## config.mk

```make
export PLATFORM = sky130hd
export DESIGN_NAME = axi_fifo_bridge
export DESIGN_NICKNAME = d
export VERILOG_FILES = /design/src/axi_fifo_bridge_pkg.sv /design/src/axi_write_ctrl.sv /design/src/axi_read_ctrl.sv /design/src/axi_fifo_bridge.sv
export SDC_FILE = /design/constraint.sdc
export NUM_CORES = 1
export LEC_CHECK = 0
export BUFFER_PORTS_ARGS = -buffer_cell sky130_fd_sc_hd__buf_2
export CAP_MARGIN = 25
export CORE_AREA = 10 10 237 239
export DETAILED_ROUTE_END_ITERATION = 10
export DIE_AREA = 0 0 247 249
export SLEW_MARGIN = 0
export SYNTH_ARGS = -nofsm -noshare
export SYNTH_HDL_FRONTEND = slang
export SYNTH_HIERARCHICAL = 1
export SYNTH_SLANG_ARGS = --single-unit
export TNS_END_PERCENT = 20
```

## constraint.sdc

```tcl
create_clock -name s_axi_aclk -period 5.7 [get_ports s_axi_aclk]
set_input_delay 0.285 -clock s_axi_aclk [delete_from_list [all_inputs] [get_ports s_axi_aclk]]
set_output_delay 0.285 -clock s_axi_aclk [all_outputs]
set_load 0.1 [all_outputs]
```

## src/axi_fifo_bridge_pkg.sv

```systemverilog
package axi_fifo_bridge_pkg;

    //////////////////////////////////////////////////////////////////////
    // Widths
    //////////////////////////////////////////////////////////////////////

    // AXI data bus and FIFO word
    localparam int data_w  = 128;
    // Byte address, 64-byte window
    localparam int addr_w  = 6;
    localparam int id_w    = 16;
    // AxLEN field
    localparam int len_w   = 8;
    // Inbound FIFO fill count
    localparam int level_w = 10;
    localparam int resp_w  = 2;

    //////////////////////////////////////////////////////////////////////
    // Address map
    //////////////////////////////////////////////////////////////////////

    // FIFO data, write pushes outbound, read pops inbound
    localparam logic [addr_w-1:0] addr_fifo = 6'h00;
    // Flush control on writes, fill level on reads
    localparam logic [addr_w-1:0] addr_ctrl = 6'h10;

    // Response codes
    localparam logic [resp_w-1:0] resp_okay   = 2'b00;
    localparam logic [resp_w-1:0] resp_slverr = 2'b10;

    //////////////////////////////////////////////////////////////////////
    // FSM encodings
    //////////////////////////////////////////////////////////////////////

    // Write side
    localparam int wr_state_w = 3;
    localparam logic [wr_state_w-1:0] wr_idle = 3'd0;
    localparam logic [wr_state_w-1:0] wr_data = 3'd1;
    localparam logic [wr_state_w-1:0] wr_ctrl = 3'd2;
    localparam logic [wr_state_w-1:0] wr_disc = 3'd3;
    localparam logic [wr_state_w-1:0] wr_resp = 3'd4;

    // Read side
    localparam int rd_state_w = 2;
    localparam logic [rd_state_w-1:0] rd_idle  = 2'd0;
    localparam logic [rd_state_w-1:0] rd_burst = 2'd1;
    localparam logic [rd_state_w-1:0] rd_wait  = 2'd2;

    //////////////////////////////////////////////////////////////////////
    // Channel types
    //////////////////////////////////////////////////////////////////////

    // AW or AR request
    typedef struct packed {
        logic [addr_w-1:0] addr;
        logic [id_w-1:0]   id;
        logic [len_w-1:0]  len;
    } axi_addr_req_t;

    // B response, or response part of R
    typedef struct packed {
        logic [id_w-1:0]   id;
        logic [resp_w-1:0] resp;
    } axi_resp_t;

    // Control word at addr_ctrl
    typedef struct packed {
        logic [data_w-3:0] rsvd;
        // Inbound core flush request
        logic              rti_flush;
        // Outbound core flush request
        logic              rto_flush;
    } flush_cmd_t;

    // One W beat, seen as data or as flush command
    typedef union packed {
        logic [data_w-1:0] raw;
        flush_cmd_t        flush;
    } axi_word_u;

endpackage

```

## src/axi_write_ctrl.sv

```systemverilog
module axi_write_ctrl
    import axi_fifo_bridge_pkg::*;
(
    input  logic              s_axi_aclk,
    input  logic              s_axi_aresetn,

    // AW channel
    input  axi_addr_req_t     aw_req,
    input  logic              aw_valid,
    output logic              aw_ready,

    // W channel
    input  axi_word_u         w_data,
    input  logic              w_valid,
    input  logic              w_last,
    output logic              w_ready,

    // B channel
    output axi_resp_t         b_resp,
    output logic              b_valid,
    input  logic              b_ready,

    // Outbound core
    output logic              rto_core_write,
    output logic [data_w-1:0] rto_core_fifo_din,
    input  logic              rto_core_full,
    output logic              rto_core_flush,
    output logic              rto_core_reset,

    // Inbound core flush
    output logic              rti_core_flush
);

    logic [wr_state_w-1:0] state;
    logic [wr_state_w-1:0] aw_target;
    logic                  aw_fire;
    logic                  w_fire;
    logic                  in_data;
    logic                  in_ctrl;

    //////////////////////////////////////////////////////////////////////
    // Handshakes
    //////////////////////////////////////////////////////////////////////

    assign in_data = (state == wr_data);
    assign in_ctrl = (state == wr_ctrl);

    // New request only from idle
    assign aw_ready = (state == wr_idle);
    // Data beats stall on full, control and discard never stall
    assign w_ready  = (in_data && !rto_core_full) || in_ctrl || (state == wr_disc);
    // Response state holds B until taken
    assign b_valid  = (state == wr_resp);

    assign aw_fire = aw_valid && aw_ready;
    assign w_fire  = w_valid && w_ready;

    // Address decode into burst type
    always_comb begin
        case (aw_req.addr)
            addr_fifo: aw_target = wr_data;
            addr_ctrl: aw_target = wr_ctrl;
            default:   aw_target = wr_disc;
        endcase
    end

    //////////////////////////////////////////////////////////////////////
    // Write FSM
    //////////////////////////////////////////////////////////////////////

    always_ff @(posedge s_axi_aclk) begin
        if (!s_axi_aresetn) begin
            state <= wr_idle;
        end else begin
            case (state)
                wr_idle: begin
                    if (aw_fire) begin
                        state <= aw_target;
                    end
                end
                // Burst end follows WLAST only
                wr_data, wr_ctrl, wr_disc: begin
                    if (w_fire && w_last) begin
                        state <= wr_resp;
                    end
                end
                wr_resp: begin
                    if (b_ready) begin
                        state <= wr_idle;
                    end
                end
                default: begin
                    state <= wr_idle;
                end
            endcase
        end
    end

    // ID echo and status, fixed at AW time
    always_ff @(posedge s_axi_aclk) begin
        if (aw_fire) begin
            b_resp.id   <= aw_req.id;
            b_resp.resp <= (aw_target == wr_disc) ? resp_slverr : resp_okay;
        end
    end

    //////////////////////////////////////////////////////////////////////
    // Core strobes
    //////////////////////////////////////////////////////////////////////

    // One cycle after each accepted beat
    // Outbound core full is expected to leave one word of headroom
    always_ff @(posedge s_axi_aclk) begin
        if (!s_axi_aresetn) begin
            rto_core_write <= 1'b0;
            rto_core_flush <= 1'b0;
            rti_core_flush <= 1'b0;
        end else begin
            rto_core_write <= w_fire && in_data;
            // Control beat decoded through flush view
            rto_core_flush <= w_fire && in_ctrl && w_data.flush.rto_flush;
            rti_core_flush <= w_fire && in_ctrl && w_data.flush.rti_flush;
        end
    end

    // Data word, qualified by rto_core_write
    always_ff @(posedge s_axi_aclk) begin
        if (w_fire && in_data) begin
            rto_core_fifo_din <= w_data.raw;
        end
    end

    // Outbound core reset, released one clock after the bus
    always_ff @(posedge s_axi_aclk) begin
        if (!s_axi_aresetn) begin
            rto_core_reset <= 1'b1;
        end else begin
            rto_core_reset <= 1'b0;
        end
    end

endmodule

```

## src/axi_read_ctrl.sv

```systemverilog
module axi_read_ctrl
    import axi_fifo_bridge_pkg::*;
(
    input  logic               s_axi_aclk,
    input  logic               s_axi_aresetn,

    // AR channel
    input  axi_addr_req_t      ar_req,
    input  logic               ar_valid,
    output logic               ar_ready,

    // R channel
    output logic [data_w-1:0]  r_data,
    output axi_resp_t          r_resp,
    output logic               r_valid,
    output logic               r_last,
    input  logic               r_ready,

    // Inbound core, first-word-fall-through
    input  logic [data_w-1:0]  rti_core_fifo_dout,
    input  logic               rti_core_empty,
    input  logic [level_w-1:0] data_num,
    output logic               rti_core_rd_en,
    output logic               rti_core_reset
);

    logic [rd_state_w-1:0] state;
    logic [len_w-1:0]      beats_left;
    logic                  ar_fire;
    logic                  ar_burst;
    logic                  r_take;
    logic                  load;
    logic                  last_pop;

    //////////////////////////////////////////////////////////////////////
    // Handshakes and pop rule
    //////////////////////////////////////////////////////////////////////

    assign ar_ready = (state == rd_idle);
    assign ar_fire  = ar_valid && ar_ready;
    assign r_take   = r_valid && r_ready;

    // FIFO burst only if a word is there at AR time
    assign ar_burst = (ar_req.addr == addr_fifo) && !rti_core_empty;

    // R register free or draining this cycle, and a word to pop
    assign load     = (state == rd_burst) && (!r_valid || r_ready) && !rti_core_empty;
    assign last_pop = (beats_left == '0);

    // Pop in the same cycle the word is captured
    assign rti_core_rd_en = load;

    //////////////////////////////////////////////////////////////////////
    // Read FSM
    //////////////////////////////////////////////////////////////////////

    always_ff @(posedge s_axi_aclk) begin
        if (!s_axi_aresetn) begin
            state   <= rd_idle;
            r_valid <= 1'b0;
        end else begin
            case (state)
                rd_idle: begin
                    if (ar_fire) begin
                        if (ar_burst) begin
                            state <= rd_burst;
                        end else begin
                            // Level or error, single beat right away
                            state   <= rd_wait;
                            r_valid <= 1'b1;
                        end
                    end
                end
                rd_burst: begin
                    if (load) begin
                        r_valid <= 1'b1;
                        if (last_pop) begin
                            state <= rd_wait;
                        end
                    end else if (r_take) begin
                        r_valid <= 1'b0;
                    end
                end
                // Final beat held until taken
                rd_wait: begin
                    if (r_take) begin
                        r_valid <= 1'b0;
                        state   <= rd_idle;
                    end
                end
                default: begin
                    state <= rd_idle;
                end
            endcase
        end
    end

    //////////////////////////////////////////////////////////////////////
    // R beat payload
    //////////////////////////////////////////////////////////////////////

    always_ff @(posedge s_axi_aclk) begin
        if (ar_fire) begin
            r_resp.id  <= ar_req.id;
            // Pops still owed after the first
            beats_left <= ar_req.len;
            if (ar_burst) begin
                r_resp.resp <= resp_okay;
            end else if (ar_req.addr == addr_ctrl) begin
                r_resp.resp <= resp_okay;
                r_data      <= {{(data_w - level_w){1'b0}}, data_num};
                r_last      <= 1'b1;
            end else begin
                // Empty FIFO or unmapped address
                r_resp.resp <= resp_slverr;
                r_data      <= '0;
                r_last      <= 1'b1;
            end
        end else if (load) begin
            r_data     <= rti_core_fifo_dout;
            r_last     <= last_pop;
            beats_left <= beats_left - 1'b1;
        end
    end

    // Inbound core reset, released one clock after the bus
    always_ff @(posedge s_axi_aclk) begin
        if (!s_axi_aresetn) begin
            rti_core_reset <= 1'b1;
        end else begin
            rti_core_reset <= 1'b0;
        end
    end

endmodule

```

## src/axi_fifo_bridge.sv

```systemverilog
module axi_fifo_bridge
    import axi_fifo_bridge_pkg::*;
(
    input  logic               s_axi_aclk,
    input  logic               s_axi_aresetn,

    // AXI4 write address
    input  logic [addr_w-1:0]  s_axi_awaddr,
    input  logic [id_w-1:0]    s_axi_awid,
    input  logic [len_w-1:0]   s_axi_awlen,
    input  logic               s_axi_awvalid,
    output logic               s_axi_awready,

    // AXI4 write data
    input  logic [data_w-1:0]  s_axi_wdata,
    input  logic               s_axi_wvalid,
    input  logic               s_axi_wlast,
    output logic               s_axi_wready,

    // AXI4 write response
    output logic [id_w-1:0]    s_axi_bid,
    output logic [resp_w-1:0]  s_axi_bresp,
    output logic               s_axi_bvalid,
    input  logic               s_axi_bready,

    // AXI4 read address
    input  logic [addr_w-1:0]  s_axi_araddr,
    input  logic [id_w-1:0]    s_axi_arid,
    input  logic [len_w-1:0]   s_axi_arlen,
    input  logic               s_axi_arvalid,
    output logic               s_axi_arready,

    // AXI4 read data
    output logic [id_w-1:0]    s_axi_rid,
    output logic [data_w-1:0]  s_axi_rdata,
    output logic [resp_w-1:0]  s_axi_rresp,
    output logic               s_axi_rlast,
    output logic               s_axi_rvalid,
    input  logic               s_axi_rready,

    // Outbound core
    output logic               rto_core_reset,
    output logic               rto_core_flush,
    output logic               rto_core_write,
    output logic [data_w-1:0]  rto_core_fifo_din,
    input  logic               rto_core_full,

    // Inbound core
    output logic               rti_core_reset,
    output logic               rti_core_flush,
    output logic               rti_core_rd_en,
    input  logic [data_w-1:0]  rti_core_fifo_dout,
    input  logic               rti_core_empty,
    input  logic [level_w-1:0] data_num
);

    axi_addr_req_t aw_req;
    axi_addr_req_t ar_req;
    axi_word_u     w_word;
    axi_resp_t     b_resp;
    axi_resp_t     r_resp;

    // Request packing
    assign aw_req = '{addr: s_axi_awaddr, id: s_axi_awid, len: s_axi_awlen};
    assign ar_req = '{addr: s_axi_araddr, id: s_axi_arid, len: s_axi_arlen};
    // W beat as union, view picked by the write side
    assign w_word = axi_word_u'(s_axi_wdata);

    // Response unpacking
    assign s_axi_bid   = b_resp.id;
    assign s_axi_bresp = b_resp.resp;
    assign s_axi_rid   = r_resp.id;
    assign s_axi_rresp = r_resp.resp;

    //////////////////////////////////////////////////////////////////////
    // Write side, outbound core
    //////////////////////////////////////////////////////////////////////

    axi_write_ctrl u_write_ctrl (
        .s_axi_aclk        (s_axi_aclk),
        .s_axi_aresetn     (s_axi_aresetn),
        .aw_req            (aw_req),
        .aw_valid          (s_axi_awvalid),
        .aw_ready          (s_axi_awready),
        .w_data            (w_word),
        .w_valid           (s_axi_wvalid),
        .w_last            (s_axi_wlast),
        .w_ready           (s_axi_wready),
        .b_resp            (b_resp),
        .b_valid           (s_axi_bvalid),
        .b_ready           (s_axi_bready),
        .rto_core_write    (rto_core_write),
        .rto_core_fifo_din (rto_core_fifo_din),
        .rto_core_full     (rto_core_full),
        .rto_core_flush    (rto_core_flush),
        .rto_core_reset    (rto_core_reset),
        .rti_core_flush    (rti_core_flush)
    );

    //////////////////////////////////////////////////////////////////////
    // Read side, inbound core
    //////////////////////////////////////////////////////////////////////

    axi_read_ctrl u_read_ctrl (
        .s_axi_aclk         (s_axi_aclk),
        .s_axi_aresetn      (s_axi_aresetn),
        .ar_req             (ar_req),
        .ar_valid           (s_axi_arvalid),
        .ar_ready           (s_axi_arready),
        .r_data             (s_axi_rdata),
        .r_resp             (r_resp),
        .r_valid            (s_axi_rvalid),
        .r_last             (s_axi_rlast),
        .r_ready            (s_axi_rready),
        .rti_core_fifo_dout (rti_core_fifo_dout),
        .rti_core_empty     (rti_core_empty),
        .data_num           (data_num),
        .rti_core_rd_en     (rti_core_rd_en),
        .rti_core_reset     (rti_core_reset)
    );

endmodule

```

# After elaboration in Yosys (flattened, before gate mapping)

Cells that the tools add are included.

Add/subtract/negate cells: 1
Muxes and demuxes: 27
Reductions and logical operators: 31
Equality and inequality tests: 18

Operators by type and width:

| operator              | count |
|---|---|
| $mux W128             | 3 |
| $mux W8               | 2 |
| $mux W2               | 7 |
| $logic_and A1 B1 Y1   | 13 |
| $eq A6 B5 Y1 const B  | 2 |
| $logic_not A6 Y1      | 2 |
| $mux W10              | 1 |
| $ne A2 B2 Y1 const B  | 5 |
| $mux W3               | 3 |
| $pmux W3 S3           | 1 |
| $logic_not A8 Y1      | 1 |
| $ne A2 B1 Y1 const B  | 4 |
| $sub A8 B1 Y8 const B | 1 |
| $mux W1               | 7 |
| $eq A3 B2 Y1 const B  | 2 |
| $pmux W2 S3           | 1 |
| $reduce_and A3 Y1     | 2 |
| $eq A2 B2 Y1 const B  | 2 |
| $pmux W2 S2           | 1 |
| $reduce_and A4 Y1     | 1 |
| $eq A3 B1 Y1 const B  | 1 |
| $eq A3 B3 Y1 const B  | 1 |
| $logic_not A1 Y1      | 3 |
| $logic_not A3 Y1      | 1 |
| 8 further kinds       | 10 |

Logic and storage cells: 92
Input bits: 336
Register bits after elaboration: 311

# Depth between registers and ports, before layout

Depth after elaboration: 8
Gate-level depth with buffers: 7
Depth with buffers taken out: 6

# Cells and area by module

Netlist, hierarchy kept.

By module, submodules not included:

| module         | area each (um^2) | seq. area each (um^2) | times used | cells each |
|---|---|---|---|---|
| axi_read_ctrl  | 6,077.1          | 4,704.5               | 1          | 378 |
| axi_write_ctrl | 4,727.0          | 4,494.3               | 1          | 188 |

# Least setup slack after synthesis

No wires, ideal clock.

Kind: register to register
Start point: register u_read_ctrl.r_valid
End point: register u_read_ctrl.r_data[0], enable pin
Clock period less this slack: 6,195 ps
Setup time: 499 ps
Setup slack: -495 ps
Data arrival time: 5,696 ps
Stages on the path, launching flop included: 5
Data required time: 5,201 ps
Cell sequence: dfxtp_1 -> nand2b_1 -> nor2b_1 -> nand2b_1 -> o21a_1

Cells in the longest elaborated chain, start to end: 6

Ends and longest elaborated chain:

| what                                | RTL line              | RTL |
|---|---|---|
| from (decl)                         | axi_read_ctrl.sv:15   | `output logic r_valid,` |
| from (signal assigned)              | axi_read_ctrl.sv:60   | `r_valid <= 1'b0;` |
| from (signal assigned)              | axi_read_ctrl.sv:70   | `r_valid <= 1'b1;` |
| from (signal assigned)              | axi_read_ctrl.sv:76   | `r_valid <= 1'b1;` |
| $logic_not A1 Y1                    | axi_read_ctrl.sv:47   | `assign load = (state == rd_burst) && (!r_valid \|\| r_ready) && !rti_core_empty;` |
| $logic_or A1 B1 Y1                  | axi_read_ctrl.sv:47   |  |
| $logic_and A1 B1 Y1 (2 in a row)    | axi_read_ctrl.sv:47   |  |
| via rti_core_rd_en                  | axi_fifo_bridge.sv:51 | `output logic rti_core_rd_en,` |
| $reduce_bool A2 Y1 (no source line) | -                     |  |
| $reduce_and A2 Y1 (no source line)  | -                     |  |
| to (signal assigned)                | axi_read_ctrl.sv:111  | `r_data <= {{(data_w - level_w){1'b0}}, data_num};` |
| to (signal assigned)                | axi_read_ctrl.sv:120  | `r_data <= rti_core_fifo_dout;` |
| to (decl)                           | axi_read_ctrl.sv:13   | `output logic [data_w-1:0] r_data,` |

The timed path passes the listed nets, and every way through them passes these cells.
A chain may end at the register's enable or synchronous reset.

# Worst setup path in the final report

Start point: register u_read_ctrl.state[1]
End point: register u_read_ctrl.r_data[43], enable pin

Cells in the longest elaborated chain, start to end: 5
Elaborated cells on any way between the ends: 8
Classes of those cells: 2 x eq/ne; 6 x reduce/logical

Ends and longest elaborated chain:

| what                                 | RTL line            | RTL |
|---|---|---|
| from (decl)                          | axi_read_ctrl.sv:27 | `logic [rd_state_w-1:0] state;` |
| from (signal assigned)               | axi_read_ctrl.sv:59 | `state <= rd_idle;` |
| from (signal assigned)               | axi_read_ctrl.sv:66 | `state <= rd_burst;` |
| from (signal assigned)               | axi_read_ctrl.sv:69 | `state <= rd_wait;` |
| $eq A2 B1 Y1                         | axi_read_ctrl.sv:47 |  |
| $logic_and A1 B1 Y1 (2 in a row)     | axi_read_ctrl.sv:47 |  |
| $reduce_bool A2 Y1 (no source line)  | -                   |  |
| $reduce_and A2 Y1 (no source line) * | -                   |  |

Every way passes the cells marked *; elsewhere a longest branch is shown, timed or not.

==> run metrics <==
crit start category flip-flop; Tmin final 3250 ps; dpl cell area 14800 um^2; final WL 44400 um; core footprint 51200 um^2; Pre-Repair DR Iteration Count 4; Internal 4.43 mW; I/O pin total 640; Synth area leader edfxtp_1; htree depth 2; Worst EP arrival 3400 ps; final hold violations 0; Slew Limit Fails 0; Post-DRT Antenna Nets 0; CP Cell Sequence inv_1 > ha_1 > nand2_4 > buf_4 > o21a_4 > buf_12; hold endpoint u_read_ctrl/r_data[116]; largest cells by area after synthesis edfxtp_1, and2_1, dfxtp_1, ha_1, a22o_1; Final period util 0.570; nets@finish 1798; Yosys Warn Count 6; post-route cell area 18300 um^2; GR Util All Layers 0.136; CP max stage cell buf_4; cts-stage hold buffer count 235; Yosys cell types 41; sw power 2.39 mW; vias in the first global route 9251; Placer Congestion 0.791; drt wl/cell 20.5 um; register bit total from synthesis 310; worst vdd rail ir drop 239 uV; first-pass GRT wire length 62400 um; Cell Pwr Density 372 nW/um^2; switching part of the total 0.351; r2r setup slk 2450 ps; FMAX 308 MHz; postcts setup bufs 0; Placed Cells 1860; total gr overflow 0; clock latency on the worst-skew pair 540 ps; DP Wirelength 33200 um; share of the yosys chip area belonging to registers 0.851; root buf cell clkbuf_16; RR Endpoint u_read_ctrl/r_data[43]; Hold Path Class input pin to flip-flop; clock network fraction of design power 0.331; DR vias/cell 3.89; top-area cell type share of the netlist area 0.831; Async S/R FF share, synth 0; Setup Skew 18.5 ps; Reg-to-Reg Start u_read_ctrl/state[1]; layout cells sized above 1 0.468; syn nets 910; clock sinks 310; hold depth 2; port bufs 629; DRC 0; top sig layer met5; cell area after synthesis 10800 um^2; combinational fraction of design power 0.262; max-cap violations 0; kind of critical path flip-flop to flip-flop; unrepaired setup endpoints after global routing no; CTS tree done; number of synthesized flops with an enable pin 299; via count of the routed design 8448; Slew @ Worst Pin 889 ps; Synth Flop Type edfxtp_1; DIE WIDTH 247 um; worst-path maximum fanout 129; largest net degree at the start of global routing 130; DRC violation total after the first TritonRoute iteration 521; # setup viols final 0; hold_sp rti_core_fifo_dout[116]; CP required 5860 ps; status finished clean; Mapped Cells 566; Post-Route Setup TNS 0 ps; maximum clock path buffer count 3; CTS clk-pin slew, worst paths 60 ps; CTS Buf Count 36; num rows 83; met3 routed WL 3880 um; initial antenna violation count 11; CTS resizes 0; CP max stage delay 640 ps; Leakage 7.64 nW; R2R cell count 6; Area growth syn-to-layout 69.6%; Die Height 249 um; M1 WL 15600 um; Finished Layout Cells 2169; mean area per synthesized cell 19.1 um^2; Slew Limit Headroom 0.408; Seq pwr share 0.408; Critical Path Sink Type flip-flop; die footprint 61500 um^2; Initial Util 0.211; metal2 WL 23800 um
==> worst max-delay path, delay by kind of cell, from the launching register on <==
kind                     cells  cell delay, ps
AO/OA/AOI/OAI                1             240
buffers and inverters        3            1250
AND/OR/NAND/NOR              1             510
flip-flops                   1             400
adder cells (fa/ha/maj)      1             280
==> flip-flops by register name, indices dropped and copies added (netlist names) <==
| register | cells |
|---|---|
| u_write_ctrl/rto_core_fifo_din | 128 |
| u_read_ctrl/beats_left | 8 |
| u_write_ctrl/rti_core_flush | 1 |
| u_read_ctrl/r_resp | 17 |
| u_read_ctrl/state | 2 |
| u_write_ctrl/b_resp | 17 |
| u_read_ctrl/r_data | 128 |
| u_write_ctrl/state | 3 |
| u_read_ctrl/r_last | 1 |
| u_write_ctrl/rto_core_write | 1 |
| u_read_ctrl/rti_core_reset | 1 |
| u_read_ctrl/r_valid | 1 |
| u_write_ctrl/rto_core_flush | 1 |
| u_write_ctrl/rto_core_reset | 1 |
==> through the flow <==
step                setup WS [ps]   util  hold slack (ps)  power, mW
floorplan                     817      -              361       4.12
global placement             2480  0.289              462       4.46
detailed placement           2410  0.289              463       4.48
CTS                          2030  0.357            0.187       6.92
global route                 2170  0.358             12.9       7.08
finish                       2450  0.358             45.0       6.82
==> cell type report <==
cell class,instances,area (um^2)
Antenna cell,9,22.5
Clock buffer,42,923
Clock inverter,22,219
Fill cell,4844,32900
Inverter,11,41.3
Multi-Input combinational cell,226,1500
Sequential cell,310,9200
Tap cell,680,851
Timing Repair Buffer,869,5560
==> worst max path at each step <==
stage / from / slack, ps / end
after CTS: u_read_ctrl/state[0] / 2030 / u_read_ctrl/r_data[6]
after global placement: u_read_ctrl/state[0] / 2480 / u_read_ctrl/r_data[46]
after detailed placement: u_read_ctrl/state[1] / 2410 / u_read_ctrl/r_data[46]
after floorplan: u_read_ctrl/r_valid / 820 / u_read_ctrl/r_data[0]
after global routing: u_read_ctrl/state[0] / 2170 / u_read_ctrl/r_data[43]
final: u_read_ctrl/state[1] / 2450 / u_read_ctrl/r_data[43]
==> layer usage <==
metal,track usage,up-vias
met4,0.0517,4
met2,0.252,395
met1,0.138,4097
met3,0.0447,75
li1,-,3877
met5,0,-
==> power groups by stage <==
| stage | clock network [mW] | logic (mW) | registers, mW |
|---|---|---|---|
| final | 2.25 | 1.78 | 2.78 |
| after detailed placement | 0 | 1.65 | 2.82 |
| after global placement | 0 | 1.64 | 2.82 |
| after floorplan | 0 | 0.222 | 3.90 |
| after CTS | 2.35 | 1.79 | 2.78 |
| after global routing | 2.44 | 1.85 | 2.79 |
==> logic make-up after synthesis <==
kind of cell	after synthesis	share of synthesized area
buffers and inverters	30	0.0115
adder cells (fa/ha/maj)	8	0.00926
other	2	0.000695
multiplexers	1	0.000926
AO/OA/AOI/OAI	33	0.0226
XOR/XNOR	5	0.00405
flip-flops	310	0.851
AND/OR/NAND/NOR	177	0.0996
==> synthesized netlist by cell type, drive strengths merged (4+ instances only) <==
library cell  number
nand2             16
inv               11
nand2b             4
a22o              10
dfxtp             11
nor2b              4
a21oi              6
clkbuf            16
o21ai              6
and2             122
nor2              12
ha                 8
edfxtp           299
==> cell usage in the layout, fill, tap and decap left out, drive strengths merged, types with 3 or more instances in the layout <==
| cell type | instances |
|---|---|
| a22o | 10 |
| xnor2 | 3 |
| ha | 8 |
| clkinv | 16 |
| clkbuf | 42 |
| dlygate4sd3 | 235 |
| nor3b | 3 |
| dfxtp | 11 |
| o21ai | 6 |
| inv | 13 |
| nor2b | 4 |
| nand2 | 16 |
| diode | 9 |
| nor4 | 3 |
| edfxtp | 299 |
| a21oi | 6 |
| nor3 | 3 |
| nor2 | 12 |
| buf | 634 |
| and2 | 122 |
| bufinv | 4 |
| nand2b | 4 |
No activity file was read; power rests on OpenSTA's default activity.
